===== src/hw/turbo_pkg.sv =====
////////////////////////////////////////////////////////////////////////////
// shared widths, register map and timer lengths for the turbo control
// delays are scaled for short simulation and are not real-time values
// every count type is sized from its own delay
////////////////////////////////////////////////////////////////////////////

package turbo_pkg;

  // bridge bus
  typedef logic [31:0] addr_t;
  typedef logic [31:0] data_t;

  // payloads
  typedef logic [2:0]  speed_t;
  typedef logic [14:0] sample_t;
  typedef logic [1:0]  lcd_mode_t;

  localparam speed_t TURBO_MAX        = 3'd4;
  // mute the buzzer at this speed and above
  localparam speed_t AUDIO_FAST_SPEED = 3'd2;

  // register map
  localparam addr_t ADDR_RESET    = 32'h0000_0000;
  localparam addr_t ADDR_SOUND    = 32'h0000_0010;
  localparam addr_t ADDR_TURBO    = 32'h0000_0100;
  localparam addr_t ADDR_CANCEL   = 32'h0000_0104;
  localparam addr_t ADDR_SUPPRESS = 32'h0000_0108;
  localparam addr_t ADDR_LCD      = 32'h0000_0200;

  // cycle timers, in clk_74a cycles
  localparam int BUTTON_DELAY = 16;
  localparam int UI_DELAY     = 64;
  localparam int RESET_DELAY  = 32;

  // core time
  localparam int CORE_TICK_DIV  = 4;
  localparam int SUPPRESS_TICKS = 10;

  typedef logic [$clog2(BUTTON_DELAY+1)-1:0]   button_cnt_t;
  typedef logic [$clog2(UI_DELAY+1)-1:0]       ui_cnt_t;
  typedef logic [$clog2(RESET_DELAY+1)-1:0]    reset_cnt_t;
  typedef logic [$clog2(SUPPRESS_TICKS+1)-1:0] suppress_cnt_t;
  typedef logic [$clog2(CORE_TICK_DIV)-1:0]    tick_cnt_t;

endpackage


===== src/hw/buzzer_events.sv =====
////////////////////////////////////////////////////////////////////////////
// turbo activation tracking, cancel on buzzer and audio gating
// the audio sample is combinational from the buzzer input
////////////////////////////////////////////////////////////////////////////

`timescale 1ns/1ps

module buzzer_events (
  input  logic                clk_74a,
  input  logic                pll_core_locked,
  input  turbo_pkg::speed_t   turbo_speed,
  input  logic                buzzer,
  input  logic                cancel_on_event,
  input  logic                suppress_after_activation,
  input  logic                disable_sound,
  input  logic                suppress_active,
  output logic                suppress_arm,
  output logic                cancel_req,
  output turbo_pkg::sample_t  audio_sample
);

  logic speed_was_zero;
  logic speed_nonzero;

  assign speed_nonzero = (turbo_speed != '0);

  // speed is zero out of reset
  always_ff @(posedge clk_74a or negedge pll_core_locked) begin
    if (!pll_core_locked) begin
      speed_was_zero <= 1'b1;
    end else begin
      speed_was_zero <= !speed_nonzero;
    end
  end

  ////////////////////////////////////////////////////////////////////////////
  // activation and cancel

  // turbo newly switched on
  assign suppress_arm = suppress_after_activation && speed_was_zero && speed_nonzero;

  // drops by itself once the speed has gone back to zero
  assign cancel_req = cancel_on_event && buzzer && speed_nonzero
                      && !suppress_active && !suppress_arm;

  ////////////////////////////////////////////////////////////////////////////
  // audio

  always_comb begin
    if (!disable_sound && (turbo_speed < turbo_pkg::AUDIO_FAST_SPEED)) begin
      audio_sample = {2'b00, {13{buzzer}}};
    end else begin
      audio_sample = '0;
    end
  end

endmodule


===== src/hw/down_counter.sv =====
////////////////////////////////////////////////////////////////////////////
// loadable down counter that stops at zero
// load and clear must not be requested in the same cycle
////////////////////////////////////////////////////////////////////////////

`timescale 1ns/1ps

module down_counter #(
  parameter type count_t = logic [7:0]
) (
  input  logic   clk_74a,
  input  logic   pll_core_locked,
  input  logic   load,
  input  count_t load_value,
  input  logic   dec_en,
  input  logic   clear,
  output logic   busy
);

  count_t count;

  always_ff @(posedge clk_74a or negedge pll_core_locked) begin
    if (!pll_core_locked) begin
      count <= '0;
    end else if (clear) begin
      count <= '0;
    end else if (load) begin
      count <= load_value;
    end else if (dec_en && busy) begin
      count <= count - count_t'(1);
    end
  end

  assign busy = (count != '0);

  // the owner of the timer never restarts and cancels it together
  load_clear_excl: assert property (
    @(posedge clk_74a) disable iff (!pll_core_locked) !(load && clear)
  );

endmodule


===== src/hw/settings_regs.sv =====
////////////////////////////////////////////////////////////////////////////
// bridge settings registers, synchronous to clk_74a
// bridge_wr is a single-cycle strobe, reads are a combinational mux
////////////////////////////////////////////////////////////////////////////

`timescale 1ns/1ps

module settings_regs (
  input  logic               clk_74a,
  input  logic               pll_core_locked,
  input  turbo_pkg::addr_t   bridge_addr,
  input  logic               bridge_wr,
  input  turbo_pkg::data_t   bridge_wr_data,
  input  turbo_pkg::speed_t  turbo_speed,
  output turbo_pkg::data_t   bridge_rd_data,
  output logic               turbo_load,
  output turbo_pkg::speed_t  turbo_load_value,
  output logic               reset_start,
  output logic               disable_sound,
  output logic               cancel_on_event,
  output logic               suppress_after_activation,
  output logic               show_pixel_dividers,
  output logic               show_pixel_grid
);

  turbo_pkg::lcd_mode_t lcd_mode;

  // strobes take effect on the write edge itself
  assign turbo_load  = bridge_wr && (bridge_addr == turbo_pkg::ADDR_TURBO);
  assign reset_start = bridge_wr && (bridge_addr == turbo_pkg::ADDR_RESET);

  // large words saturate so the FSM clamps them to the top speed
  assign turbo_load_value = (bridge_wr_data[31:3] != '0) ? '1 : bridge_wr_data[2:0];

  always_ff @(posedge clk_74a or negedge pll_core_locked) begin
    if (!pll_core_locked) begin
      disable_sound             <= 1'b0;
      cancel_on_event           <= 1'b0;
      suppress_after_activation <= 1'b0;
      lcd_mode                  <= '0;
    end else if (bridge_wr) begin
      case (bridge_addr)
        turbo_pkg::ADDR_SOUND:    disable_sound <= bridge_wr_data[0];
        turbo_pkg::ADDR_CANCEL:   cancel_on_event <= bridge_wr_data[0];
        turbo_pkg::ADDR_SUPPRESS: suppress_after_activation <= bridge_wr_data[0];
        turbo_pkg::ADDR_LCD:      lcd_mode <= bridge_wr_data[1:0];
        default: ;
      endcase
    end
  end

  // only the turbo speed reads back
  always_comb begin
    if (bridge_addr == turbo_pkg::ADDR_TURBO) begin
      bridge_rd_data = turbo_pkg::data_t'(turbo_speed);
    end else begin
      bridge_rd_data = '0;
    end
  end

  // lcd mode 1 draws dividers, mode 2 adds the background grid
  assign show_pixel_dividers = (lcd_mode != '0);
  assign show_pixel_grid     = (lcd_mode == 2'd2);

endmodule


===== src/hw/turbo_core_top.sv =====
////////////////////////////////////////////////////////////////////////////
// turbo and settings control, single clock domain on clk_74a
// buzzer arrives as a level, audio leaves as a parallel sample
////////////////////////////////////////////////////////////////////////////

`timescale 1ns/1ps

module turbo_core_top (
  input  logic                clk_74a,
  input  logic                pll_core_locked,
  input  turbo_pkg::addr_t    bridge_addr,
  input  logic                bridge_wr,
  input  turbo_pkg::data_t    bridge_wr_data,
  input  logic                key_l,
  input  logic                key_r,
  input  logic                buzzer,
  output turbo_pkg::data_t    bridge_rd_data,
  output turbo_pkg::speed_t   turbo_speed,
  output logic                show_turbo_ui,
  output logic                core_reset,
  output turbo_pkg::sample_t  audio_sample,
  output logic                show_pixel_dividers,
  output logic                show_pixel_grid
);

  logic              turbo_load;
  turbo_pkg::speed_t turbo_load_value;
  logic              reset_start;
  logic              disable_sound;
  logic              cancel_on_event;
  logic              suppress_after_activation;
  logic              button_arm;
  logic              button_clear;
  logic              ui_arm;
  logic              button_busy;
  logic              suppress_arm;
  logic              suppress_active;
  logic              cancel_req;

  settings_regs u_settings (
    .clk_74a                   (clk_74a),
    .pll_core_locked           (pll_core_locked),
    .bridge_addr               (bridge_addr),
    .bridge_wr                 (bridge_wr),
    .bridge_wr_data            (bridge_wr_data),
    .turbo_speed               (turbo_speed),
    .bridge_rd_data            (bridge_rd_data),
    .turbo_load                (turbo_load),
    .turbo_load_value          (turbo_load_value),
    .reset_start               (reset_start),
    .disable_sound             (disable_sound),
    .cancel_on_event           (cancel_on_event),
    .suppress_after_activation (suppress_after_activation),
    .show_pixel_dividers       (show_pixel_dividers),
    .show_pixel_grid           (show_pixel_grid)
  );

  turbo_ctrl_fsm u_fsm (
    .clk_74a          (clk_74a),
    .pll_core_locked  (pll_core_locked),
    .key_l            (key_l),
    .key_r            (key_r),
    .turbo_load       (turbo_load),
    .turbo_load_value (turbo_load_value),
    .cancel_req       (cancel_req),
    .button_busy      (button_busy),
    .turbo_speed      (turbo_speed),
    .button_arm       (button_arm),
    .button_clear     (button_clear),
    .ui_arm           (ui_arm)
  );

  // indicator is the UI timer itself
  turbo_timers u_timers (
    .clk_74a         (clk_74a),
    .pll_core_locked (pll_core_locked),
    .button_arm      (button_arm),
    .button_clear    (button_clear),
    .ui_arm          (ui_arm),
    .reset_start     (reset_start),
    .suppress_arm    (suppress_arm),
    .button_busy     (button_busy),
    .ui_active       (show_turbo_ui),
    .core_reset      (core_reset),
    .suppress_active (suppress_active),
    .core_tick       ()
  );

  buzzer_events u_buzzer (
    .clk_74a                   (clk_74a),
    .pll_core_locked           (pll_core_locked),
    .turbo_speed               (turbo_speed),
    .buzzer                    (buzzer),
    .cancel_on_event           (cancel_on_event),
    .suppress_after_activation (suppress_after_activation),
    .disable_sound             (disable_sound),
    .suppress_active           (suppress_active),
    .suppress_arm              (suppress_arm),
    .cancel_req                (cancel_req),
    .audio_sample              (audio_sample)
  );

endmodule


===== src/hw/turbo_ctrl_fsm.sv =====
////////////////////////////////////////////////////////////////////////////
// turbo speed owner: trigger keys, bridge loads and buzzer cancels
// priority is bridge load, then cancel, then keys
// the left key wins when both triggers are pressed
////////////////////////////////////////////////////////////////////////////

`timescale 1ns/1ps

module turbo_ctrl_fsm (
  input  logic              clk_74a,
  input  logic              pll_core_locked,
  input  logic              key_l,
  input  logic              key_r,
  input  logic              turbo_load,
  input  turbo_pkg::speed_t turbo_load_value,
  input  logic              cancel_req,
  input  logic              button_busy,
  output turbo_pkg::speed_t turbo_speed,
  output logic              button_arm,
  output logic              button_clear,
  output logic              ui_arm
);

  typedef enum logic {
    st_idle,
    st_held
  } state_t;

  state_t            state;
  state_t            next_state;
  turbo_pkg::speed_t next_speed;
  logic              key_any;
  logic              release_keys;
  logic              key_step;

  assign key_any      = key_l || key_r;
  assign release_keys = (state == st_held) && !key_any;
  // first press acts at once, a held key waits for the repeat timer
  assign key_step     = key_any && ((state == st_idle) || !button_busy);

  always_comb begin
    next_state   = state;
    next_speed   = turbo_speed;
    button_arm   = 1'b0;
    button_clear = 1'b0;
    ui_arm       = 1'b0;

    if (turbo_load) begin
      // direct set, the indicator is left alone
      if (turbo_load_value > turbo_pkg::TURBO_MAX) begin
        next_speed = turbo_pkg::TURBO_MAX;
      end else begin
        next_speed = turbo_load_value;
      end
    end else if (cancel_req && (turbo_speed != '0)) begin
      next_speed = '0;
      ui_arm     = 1'b1;
      button_arm = !release_keys;
      if (key_any) begin
        next_state = st_held;
      end
    end else if (key_step) begin
      ui_arm     = 1'b1;
      button_arm = 1'b1;
      next_state = st_held;
      if (key_l) begin
        if (turbo_speed != '0) begin
          next_speed = turbo_speed - turbo_pkg::speed_t'(1);
        end
      end else if (turbo_speed < turbo_pkg::TURBO_MAX) begin
        next_speed = turbo_speed + turbo_pkg::speed_t'(1);
      end
    end

    if (release_keys) begin
      button_clear = 1'b1;
      next_state   = st_idle;
    end
  end

  always_ff @(posedge clk_74a or negedge pll_core_locked) begin
    if (!pll_core_locked) begin
      state       <= st_idle;
      turbo_speed <= '0;
    end else begin
      state       <= next_state;
      turbo_speed <= next_speed;
    end
  end

  speed_in_range: assert property (
    @(posedge clk_74a) disable iff (!pll_core_locked) turbo_speed <= turbo_pkg::TURBO_MAX
  );

endmodule


===== src/hw/turbo_timers.sv =====
////////////////////////////////////////////////////////////////////////////
// button repeat, indicator, core reset and suppression timers
// the suppression window counts core ticks, the others count clk_74a
////////////////////////////////////////////////////////////////////////////

`timescale 1ns/1ps

module turbo_timers (
  input  logic clk_74a,
  input  logic pll_core_locked,
  input  logic button_arm,
  input  logic button_clear,
  input  logic ui_arm,
  input  logic reset_start,
  input  logic suppress_arm,
  output logic button_busy,
  output logic ui_active,
  output logic core_reset,
  output logic suppress_active,
  output logic core_tick
);

  turbo_pkg::tick_cnt_t tick_cnt;

  ////////////////////////////////////////////////////////////////////////////
  // core tick divider

  always_ff @(posedge clk_74a or negedge pll_core_locked) begin
    if (!pll_core_locked) begin
      tick_cnt <= '0;
    end else if (core_tick) begin
      tick_cnt <= turbo_pkg::tick_cnt_t'(turbo_pkg::CORE_TICK_DIV - 1);
    end else begin
      tick_cnt <= tick_cnt - turbo_pkg::tick_cnt_t'(1);
    end
  end

  assign core_tick = (tick_cnt == '0);

  ////////////////////////////////////////////////////////////////////////////
  // timers

  // repeat delay while a trigger is held
  down_counter #(.count_t(turbo_pkg::button_cnt_t)) u_button (
    .clk_74a         (clk_74a),
    .pll_core_locked (pll_core_locked),
    .load            (button_arm),
    .load_value      (turbo_pkg::button_cnt_t'(turbo_pkg::BUTTON_DELAY)),
    .dec_en          (1'b1),
    .clear           (button_clear),
    .busy            (button_busy)
  );

  down_counter #(.count_t(turbo_pkg::ui_cnt_t)) u_ui (
    .clk_74a         (clk_74a),
    .pll_core_locked (pll_core_locked),
    .load            (ui_arm),
    .load_value      (turbo_pkg::ui_cnt_t'(turbo_pkg::UI_DELAY)),
    .dec_en          (1'b1),
    .clear           (1'b0),
    .busy            (ui_active)
  );

  down_counter #(.count_t(turbo_pkg::reset_cnt_t)) u_reset (
    .clk_74a         (clk_74a),
    .pll_core_locked (pll_core_locked),
    .load            (reset_start),
    .load_value      (turbo_pkg::reset_cnt_t'(turbo_pkg::RESET_DELAY)),
    .dec_en          (1'b1),
    .clear           (1'b0),
    .busy            (core_reset)
  );

  // counted in core time, not in clocks
  down_counter #(.count_t(turbo_pkg::suppress_cnt_t)) u_suppress (
    .clk_74a         (clk_74a),
    .pll_core_locked (pll_core_locked),
    .load            (suppress_arm),
    .load_value      (turbo_pkg::suppress_cnt_t'(turbo_pkg::SUPPRESS_TICKS)),
    .dec_en          (core_tick),
    .clear           (1'b0),
    .busy            (suppress_active)
  );

  core_tick_single: assert property (
    @(posedge clk_74a) disable iff (!pll_core_locked) core_tick |=> !core_tick
  );

endmodule


===== config.mk =====
export PLATFORM = sky130hd
export DESIGN_NAME = turbo_core_top
export DESIGN_NICKNAME = d
export VERILOG_FILES = /design/src/hw/turbo_pkg.sv /design/src/hw/buzzer_events.sv /design/src/hw/down_counter.sv /design/src/hw/settings_regs.sv /design/src/hw/turbo_core_top.sv /design/src/hw/turbo_ctrl_fsm.sv /design/src/hw/turbo_timers.sv
export SDC_FILE = /design/constraint.sdc
export NUM_CORES = 1
export LEC_CHECK = 0
export CORE_MARGIN = 8
export CORE_UTILIZATION = 60
export CTS_CLUSTER_DIAMETER = 80
export DETAILED_ROUTE_END_ITERATION = 16
export DONT_BUFFER_PORTS = 1
export GPL_TIMING_DRIVEN = 0
export PLACE_DENSITY = 0.72
export SETUP_SLACK_MARGIN = 0.05
export SLEW_MARGIN = 20
export SYNTH_ARGS = -nofsm -noshare
export SYNTH_HDL_FRONTEND = slang
export SYNTH_SLANG_ARGS = --single-unit

===== constraint.sdc =====
create_clock -name clk_74a -period 5.9 [get_ports clk_74a]
set_input_delay 0.59 -clock clk_74a [delete_from_list [all_inputs] [get_ports clk_74a]]
set_output_delay 0.59 -clock clk_74a [all_outputs]
set_load 0.02 [all_outputs]

==> results.py, run 1 <==
metrics = {
    "placement": {
        "io_buffers": 0,
        "gp_congestion": 0.7724,
        "dp_hpwl_um": 4567,
        "dp_cells": 330,
    },
    "timing": {
        "finalHoldViolCount": 0,
        "min_period_ns": 2.629,
        "slew_headroom": 0.5335,
        "final_max_slew_viol_count": 0,
        "finalSetupViolCount": 0,
        "max_freq_ghz": 0.3804,
        "fin_skew_ns": 0.003962,
        "rsz0062_at_grt": "no",
        "min_period_over_period": 0.4456,
        "worstMarginPinSlew_ns": 0.6979,
        "finalSetupTns_ns": 0,
    },
    "critical_path": {
        "end_kind": "primary output",
        "crit_fanout": 9,
        "required_ns": 5.31,
        "start_kind": "register",
        "worstSetupStartpoint": "u_fsm.turbo_speed[1]$_DFFE_PN0P_",
        "arrival_ns": 2.04,
        "r2r_start": "u_timers.u_button.count[0]$_DFFE_PN0P_",
        "critPathKind": "reg2out",
    },
    "synthesis": {
        "async_flop_share": 1.000,
        "ys_seq_area_frac": 0.3653,
        "synth_compound_area_frac": 0.09442,
        "yosysTopAreaCellShare": 0.3541,
        "synth-xor-area-share": 0.04506,
        "synthTopCellsByArea": "dfrtp_1, buf_4, nor2_1, ha_1, nor4_1",
        "synth.most_common_cell": "buf_4",
        "synth_cell_types": 45,
        "synth_warnings": 0,
        "syn_area_per_cell_um2": 9.292,
        "synth-adder-area-share": 0.05150,
        "synthFlopType": "dfrtp_1",
        "synth-seq-cells": 34,
        "muxShareOfSynthArea": 0.04238,
        "synth-edff-count": 0,
        "synth_area_um2": 2332,
        "synthTopCellsByCount": "buf_4, dfrtp_1, nor2_1",
        "synth_top_family_by_area": "simple AND/OR/NAND/NOR gates",
        "yosysTopAreaCell": "dfrtp_1",
        "synthSimpleGateAreaFrac": 0.2307,
        "syn_inst": 251,
    },
    "power": {
        "peakVddDrop_mv": 0.1872,
        "internal-power_w": 0.0005415,
        "switching_share": 0.3940,
        "power_density_nw_per_um2": 342.0,
        "p_comb_frac": 0.416,
        "p_clk_frac": 0.183,
        "power_frac_seq": 0.401,
        "power.switching_w": 0.0003520,
        "leakage_nw": 1.299,
        "finalPower_w": 0.0008935,
    },
    "die": {
        "core-area_um2": 3689,
        "num_io_pins": 124,
        "die_w_um": 78.35,
        "die_area_um2": 6138,
        "start_util": 0.6323,
        "rows": 22,
        "die_y_um": 78.35,
    },
    "clocking": {
        "clkTransAtPathRegs_ns": 0.07,
        "cts_buffer_depth": 2,
        "clock-sinks": 34,
        "cts-root-buf": "clkbuf_8",
        "clk_latency_ns": 0.29,
        "cts_max_level": 2,
        "cts_setup_buffers": 0,
        "cts_tree": "built",
        "cts_buffers": 5,
    },
    "grt": {
        "grt_max_degree": 34,
        "antenna_found_initial": 0,
        "grtUsageTotal": 0.1800,
        "grt_overflow": 0,
        "grt_pass1_vias": 1878,
        "grt_pass1_wl_um": 8935,
    },
    "route": {
        "final_antenna_net_count": 0,
        "dr.pass1.iters": 4,
        "drc_errors": 0,
        "first_iter_violations": 80,
        "routed_via_density": 5.308,
        "totalWireLength_um": 5567,
        "post_drt_wl_per_cell_um": 16.47,
        "vias": 1794,
    },
    "layout": {
        "area_growth_pct": 12.02,
        "drive_above_1_share": 0.2345,
        "finalNonFillerCells": 338,
        "nets": 369,
        "diodes": 0,
    },
    "hold_path": {
        "hp-class": "in2async",
    },
    "outcome": {
        "status": "finished, final reports clean",
    },
    "job": {
        "drv_cap": 0,
    },
}
## area by class of cell
cell class | instances | area [um2]
Multi-Input combinational cell | 188 | 1205
Fill cell | 320 | 1076
Sequential cell | 34 | 852.1
Buffer | 46 | 345.3
Clock buffer | 7 | 76.32
Tap cell | 48 | 60.06
Inverter | 13 | 48.80
Timing Repair Buffer | 2 | 25.02
## per-layer routing
metal,wire length [um],part of all wire,vias up,global-route usage
met5,0,0,-,0
li1,-,-,884,-
met1,2265,0.41,830,0.1967
met3,472,0.085,5,0.07859
met4,72,0.013,0,0.05741
met2,2757,0.50,75,0.3065
## power by group through the flow
stage	Combinational (W)	Clock, W	Sequential (W)
final	0.000372	0.000163	0.000358
after global routing	0.000419	0.000177	0.000366
after CTS	0.000375	0.000166	0.000359
after detailed placement	0.000368	0	0.000363
after global placement	0.000356	0	0.000359
after floorplan	0.000324	0	0.000344
## worst paths after layout
kind | endpoint | slack (ns) | cells past startpoint
worst max register to register | u_fsm.turbo_speed[2]$_DFFE_PN0P_ | 3.86 | 8
worst min-delay path | u_timers.u_reset.count[0]$_DFFE_PN0P_ | 0.13 | 1
worst min register to register | u_timers.tick_cnt[0]$_DFF_PN0_ | 0.46 | 1
min in group clk_74a | u_settings.suppress_after_activation$_DFFE_PN0P_ | 0.43 | 1
worst max-delay path | audio_sample[12] | 3.27 | 3
max in group asynchronous | u_timers.u_ui.count[4]$_DFFE_PN0P_ | 5.60 | 1
## critical path: stages (launching register included)
cell and delay, ns:
dfrtp_1 0.53, nor4b_2 0.71, buf_2 0.33, buf_4 0.18
## sequential cells by signal, indices dropped and copies added, names as in the netlist
register                              cells
u_settings.disable_sound                  1
u_fsm.state                               1
u_timers.u_ui.count                       7
u_timers.u_reset.count                    6
u_timers.u_button.count                   5
u_settings.cancel_on_event                1
u_timers.u_suppress.count                 4
u_buzzer.speed_was_zero                   1
u_settings.suppress_after_activation      1
u_settings.lcd_mode                       2
u_fsm.turbo_speed                         3
u_timers.tick_cnt                         2
## layout by cell type (no fill, tap or decap), drive strengths merged
cell type / count
nor2: 27
a21oi: 6
mux2: 7
a211oi: 6
or2: 2
clkbuf: 8
nand4: 6
nor4b: 1
nor4: 16
o21a: 1
xnor2: 7
inv: 13
dfrtp: 33
nand2b: 1
fa: 1
and2: 4
nand3b: 4
xor2: 5
nand2: 13
nand4b: 2
nand3: 7
or3b: 2
mux2i: 2
nor3: 8
o22ai: 2
nor2b: 1
o31ai: 4
and4b: 1
ha: 8
a211o: 4
buf: 47
and4: 2
and3: 1
conb: 31
dfstp: 1
o21ai: 6
## stage by stage
| step | util | hold WS, ns | cell area [um2] | setup WS, ns |
|---|---|---|---|---|
| after floorplan | - | 0.2944 | 2445 | 2.753 |
| after global placement | 0.6791 | 0.2953 | 2505 | 2.465 |
| after detailed placement | 0.6822 | 0.2953 | 2516 | 3.476 |
| after CTS | 0.7083 | 0.1271 | 2613 | 3.253 |
| after global routing | 0.7083 | 0.1249 | 2613 | 3.155 |
| final | 0.7083 | 0.1297 | 2613 | 3.271 |
## cells by family after synthesis
| kind of cell | after synthesis |
|---|---|
| fa+ha+maj | 9 |
| mux | 9 |
| flops | 34 |
| simple gates | 98 |
| buf+inv | 59 |
| xor+xnor | 12 |
| compound gates | 29 |
| other cells | 1 |
## timing repair
| action | CTS | global route |
|---|---|---|
| resized for setup | 0 | 0 |
| hold endpoints to repair | 33 | 0 |
| hold buffers | 1 | 0 |
No activity file was read; power rests on OpenSTA's default activity.
==> run 2: changes to the inputs <==
clock period = 2.65 ns   (was 5.9 ns; I/O delays follow)
==> run 2 against run 1 <==
Compared with the run above: design area increased by 1.1%; non-clock buffer count unchanged; clock skew increased by 0.0044 ns; final cell count increased by 0.30%; die area unchanged; utilization increased by 0.78 points; total power increased by 130%; sequential share of layout area decreased by 0.36 points; worst hold slack got worse by 0.017 ns; sequential power increased by 120%.
==> results.py, run 2 (synthesis gave the netlist of run 1 again) <==
metrics = {
    "route": {
        "vias": 1803,
        "routed_via_density": 5.319,
        "final_antenna_net_count": 0,
        "dr.pass1.iters": 4,
        "drc_errors": 0,
        "totalWireLength_um": 5400,
        "first_iter_violations": 78,
        "post_drt_wl_per_cell_um": 15.93,
    },
    "layout": {
        "area_growth_pct": 13.25,
        "top_register": "u_timers.u_ui.count",
        "layout_common_cells": "buf_4, dfrtp_1, conb_1, nor2_1, nor4_1",
        "final_common_cell": "buf_4",
        "diodes": 0,
        "top_regs": "u_timers.u_ui.count x7, u_timers.u_reset.count x6, u_timers.u_button.count x5",
        "fill_cells": 293,
        "nets": 369,
        "drive_above_1_share": 0.2371,
        "largest_reg_flops": 7,
    },
    "clocking": {
        "clock-sinks": 34,
        "cts_buffers": 5,
        "cts-root-buf": "clkbuf_8",
        "cts_buffer_depth": 2,
        "clk_latency_ns": 0.29,
        "cts_tree": "built",
        "cts_resized": 0,
        "cts_max_level": 2,
        "clkTransAtPathRegs_ns": 0.06,
        "cts_setup_buffers": 0,
    },
    "placement": {
        "gp_congestion": 0.8320,
        "io_buffers": 0,
        "dp_hpwl_um": 4347,
    },
    "critical_path": {
        "critPathKind": "reg2out",
        "path_buf_inv": 1,
        "start_kind": "register",
        "critical_path.max_stage_delay_ns": 0.80,
        "cp_top_family": "simple AND/OR/NAND/NOR gates",
        "r2r_start": "u_timers.u_button.count[0]$_DFFE_PN0P_",
        "reg2reg_depth": 8,
        "crit_fanout": 13,
        "end_kind": "primary output",
        "required_ns": 2.38,
        "reg2reg_to": "u_fsm.turbo_speed[1]$_DFFE_PN0P_",
        "reg2reg_slack_ns": 0.56,
        "path_cells": "nor4b_4, buf_4",
        "crit_slowest_cell": "nor4b_4",
        "arrival_ns": 1.89,
    },
    "hold_path": {
        "min_path_cells": 1,
        "min_to": "u_settings.disable_sound$_DFFE_PN0P_",
        "worstHoldStart": "bridge_wr_data[0]",
        "hp-class": "in2reg",
    },
    "die": {
        "num_io_pins": 124,
        "die_y_um": 78.35,
        "start_util": 0.6323,
        "core-area_um2": 3689,
        "die_w_um": 78.35,
        "rows": 22,
        "die_area_um2": 6138,
    },
    "grt": {
        "grt_overflow": 0,
        "antenna_found_initial": 0,
        "grtUsageTotal": 0.1811,
        "grt_pass1_wl_um": 9121,
        "grt_pass1_vias": 1960,
        "grt_max_degree": 35,
    },
    "timing": {
        "min_period_ns": 2.160,
        "final_max_slew_viol_count": 0,
        "worstMarginPinSlew_ns": 0.8008,
        "min_period_over_period": 0.8150,
        "slew_headroom": 0.4639,
        "rsz0062_at_grt": "no",
        "finalHoldViolCount": 0,
        "finalSetupTns_ns": 0,
        "finalSetupViolCount": 0,
        "fin_skew_ns": 0.008382,
        "hold_slack_ns": 0.1131,
        "max_freq_ghz": 0.4630,
    },
    "power": {
        "peakVddDrop_mv": 0.3139,
        "power_frac_seq": 0.394,
        "power.switching_w": 0.0007928,
        "switching_share": 0.3908,
        "power_density_nw_per_um2": 768.1,
        "internal-power_w": 0.001236,
        "p_comb_frac": 0.411,
        "p_clk_frac": 0.194,
        "leakage_nw": 1.313,
    },
    "job": {
        "drv_cap": 0,
    },
    "outcome": {
        "status": "finished, final reports clean",
    },
}
-- run 2: metrics by stage --
stage	setup WS [ns]	power [W]	std cells	utilization	instance area, um2
6_report	0.4902	0.002029	339	0.7161	2641
5_1_grt	0.3964	0.002181	339	0.7161	2641
4_1_cts	0.4597	0.002040	339	0.7161	2641
3_5_place_dp	0.6258	0.001620	329	0.6832	2520
3_3_place_gp	0.4355	0.001593	329	0.6808	2511
2_1_floorplan	0.5859	0.001489	281	-	2451
-- run 2: power groups by stage --
stage                     logic [W]  clock network (W)  registers (W)
after floorplan            0.000721                  0       0.000769
after global placement     0.000794                  0       0.000799
after detailed placement   0.000813                  0       0.000807
after CTS                  0.000838           0.000403       0.000798
after global routing       0.000941           0.000420       0.000819
final                      0.000835           0.000394       0.000800
-- run 2: routing by layer --
metal,wire length (um),vias up,global-route usage
met1,2189,814,0.1985
met5,0,-,0
li1,-,886,-
met4,125,0,0.09444
met3,446,13,0.06606
met2,2637,90,0.3007
-- run 2: worst max path at each step --
stage | from | end | depth (start not counted)
floorplan | u_fsm.turbo_speed[1]$_DFFE_PN0P_ | audio_sample[10] | 2
global placement | u_fsm.turbo_speed[1]$_DFFE_PN0P_ | audio_sample[8] | 2
detailed placement | u_timers.u_button.count[0]$_DFFE_PN0P_ | u_fsm.turbo_speed[2]$_DFFE_PN0P_ | 8
CTS | u_fsm.turbo_speed[1]$_DFFE_PN0P_ | audio_sample[11] | 2
global route | u_fsm.turbo_speed[1]$_DFFE_PN0P_ | audio_sample[4] | 2
finish | u_fsm.turbo_speed[1]$_DFFE_PN0P_ | audio_sample[11] | 2
-- run 2: worst register-to-register path: stages, from the launching register on --
cell	delay [ns]
dfrtp_1	0.41
inv_1	0.07
ha_1	0.16
or3b_1	0.39
or2_1	0.23
buf_6	0.14
a21oi_4	0.20
mux2i_1	0.28
o31ai_2	0.09
-- run 2: final cells by class --
type                    instances  area, um2  area share
well taps                      48      60.06     0.02274
plain buffers                  46      345.3      0.1307
clock buffers                   7      86.33     0.03269
flip-flops and latches         34      852.1      0.3226
repair buffers                  2      30.03     0.01137
clock inverters                 1      5.005    0.001895
multi-input cells             188       1214      0.4595
inverters                      13      48.80     0.01847
-- run 2: repair_timing --
| item | CTS | global route |
|---|---|---|
| endpoints found under the hold margin | 34 | 0 |
| setup endpoints to repair | 0 | 0 |
| hold buffers | 2 | 0 |
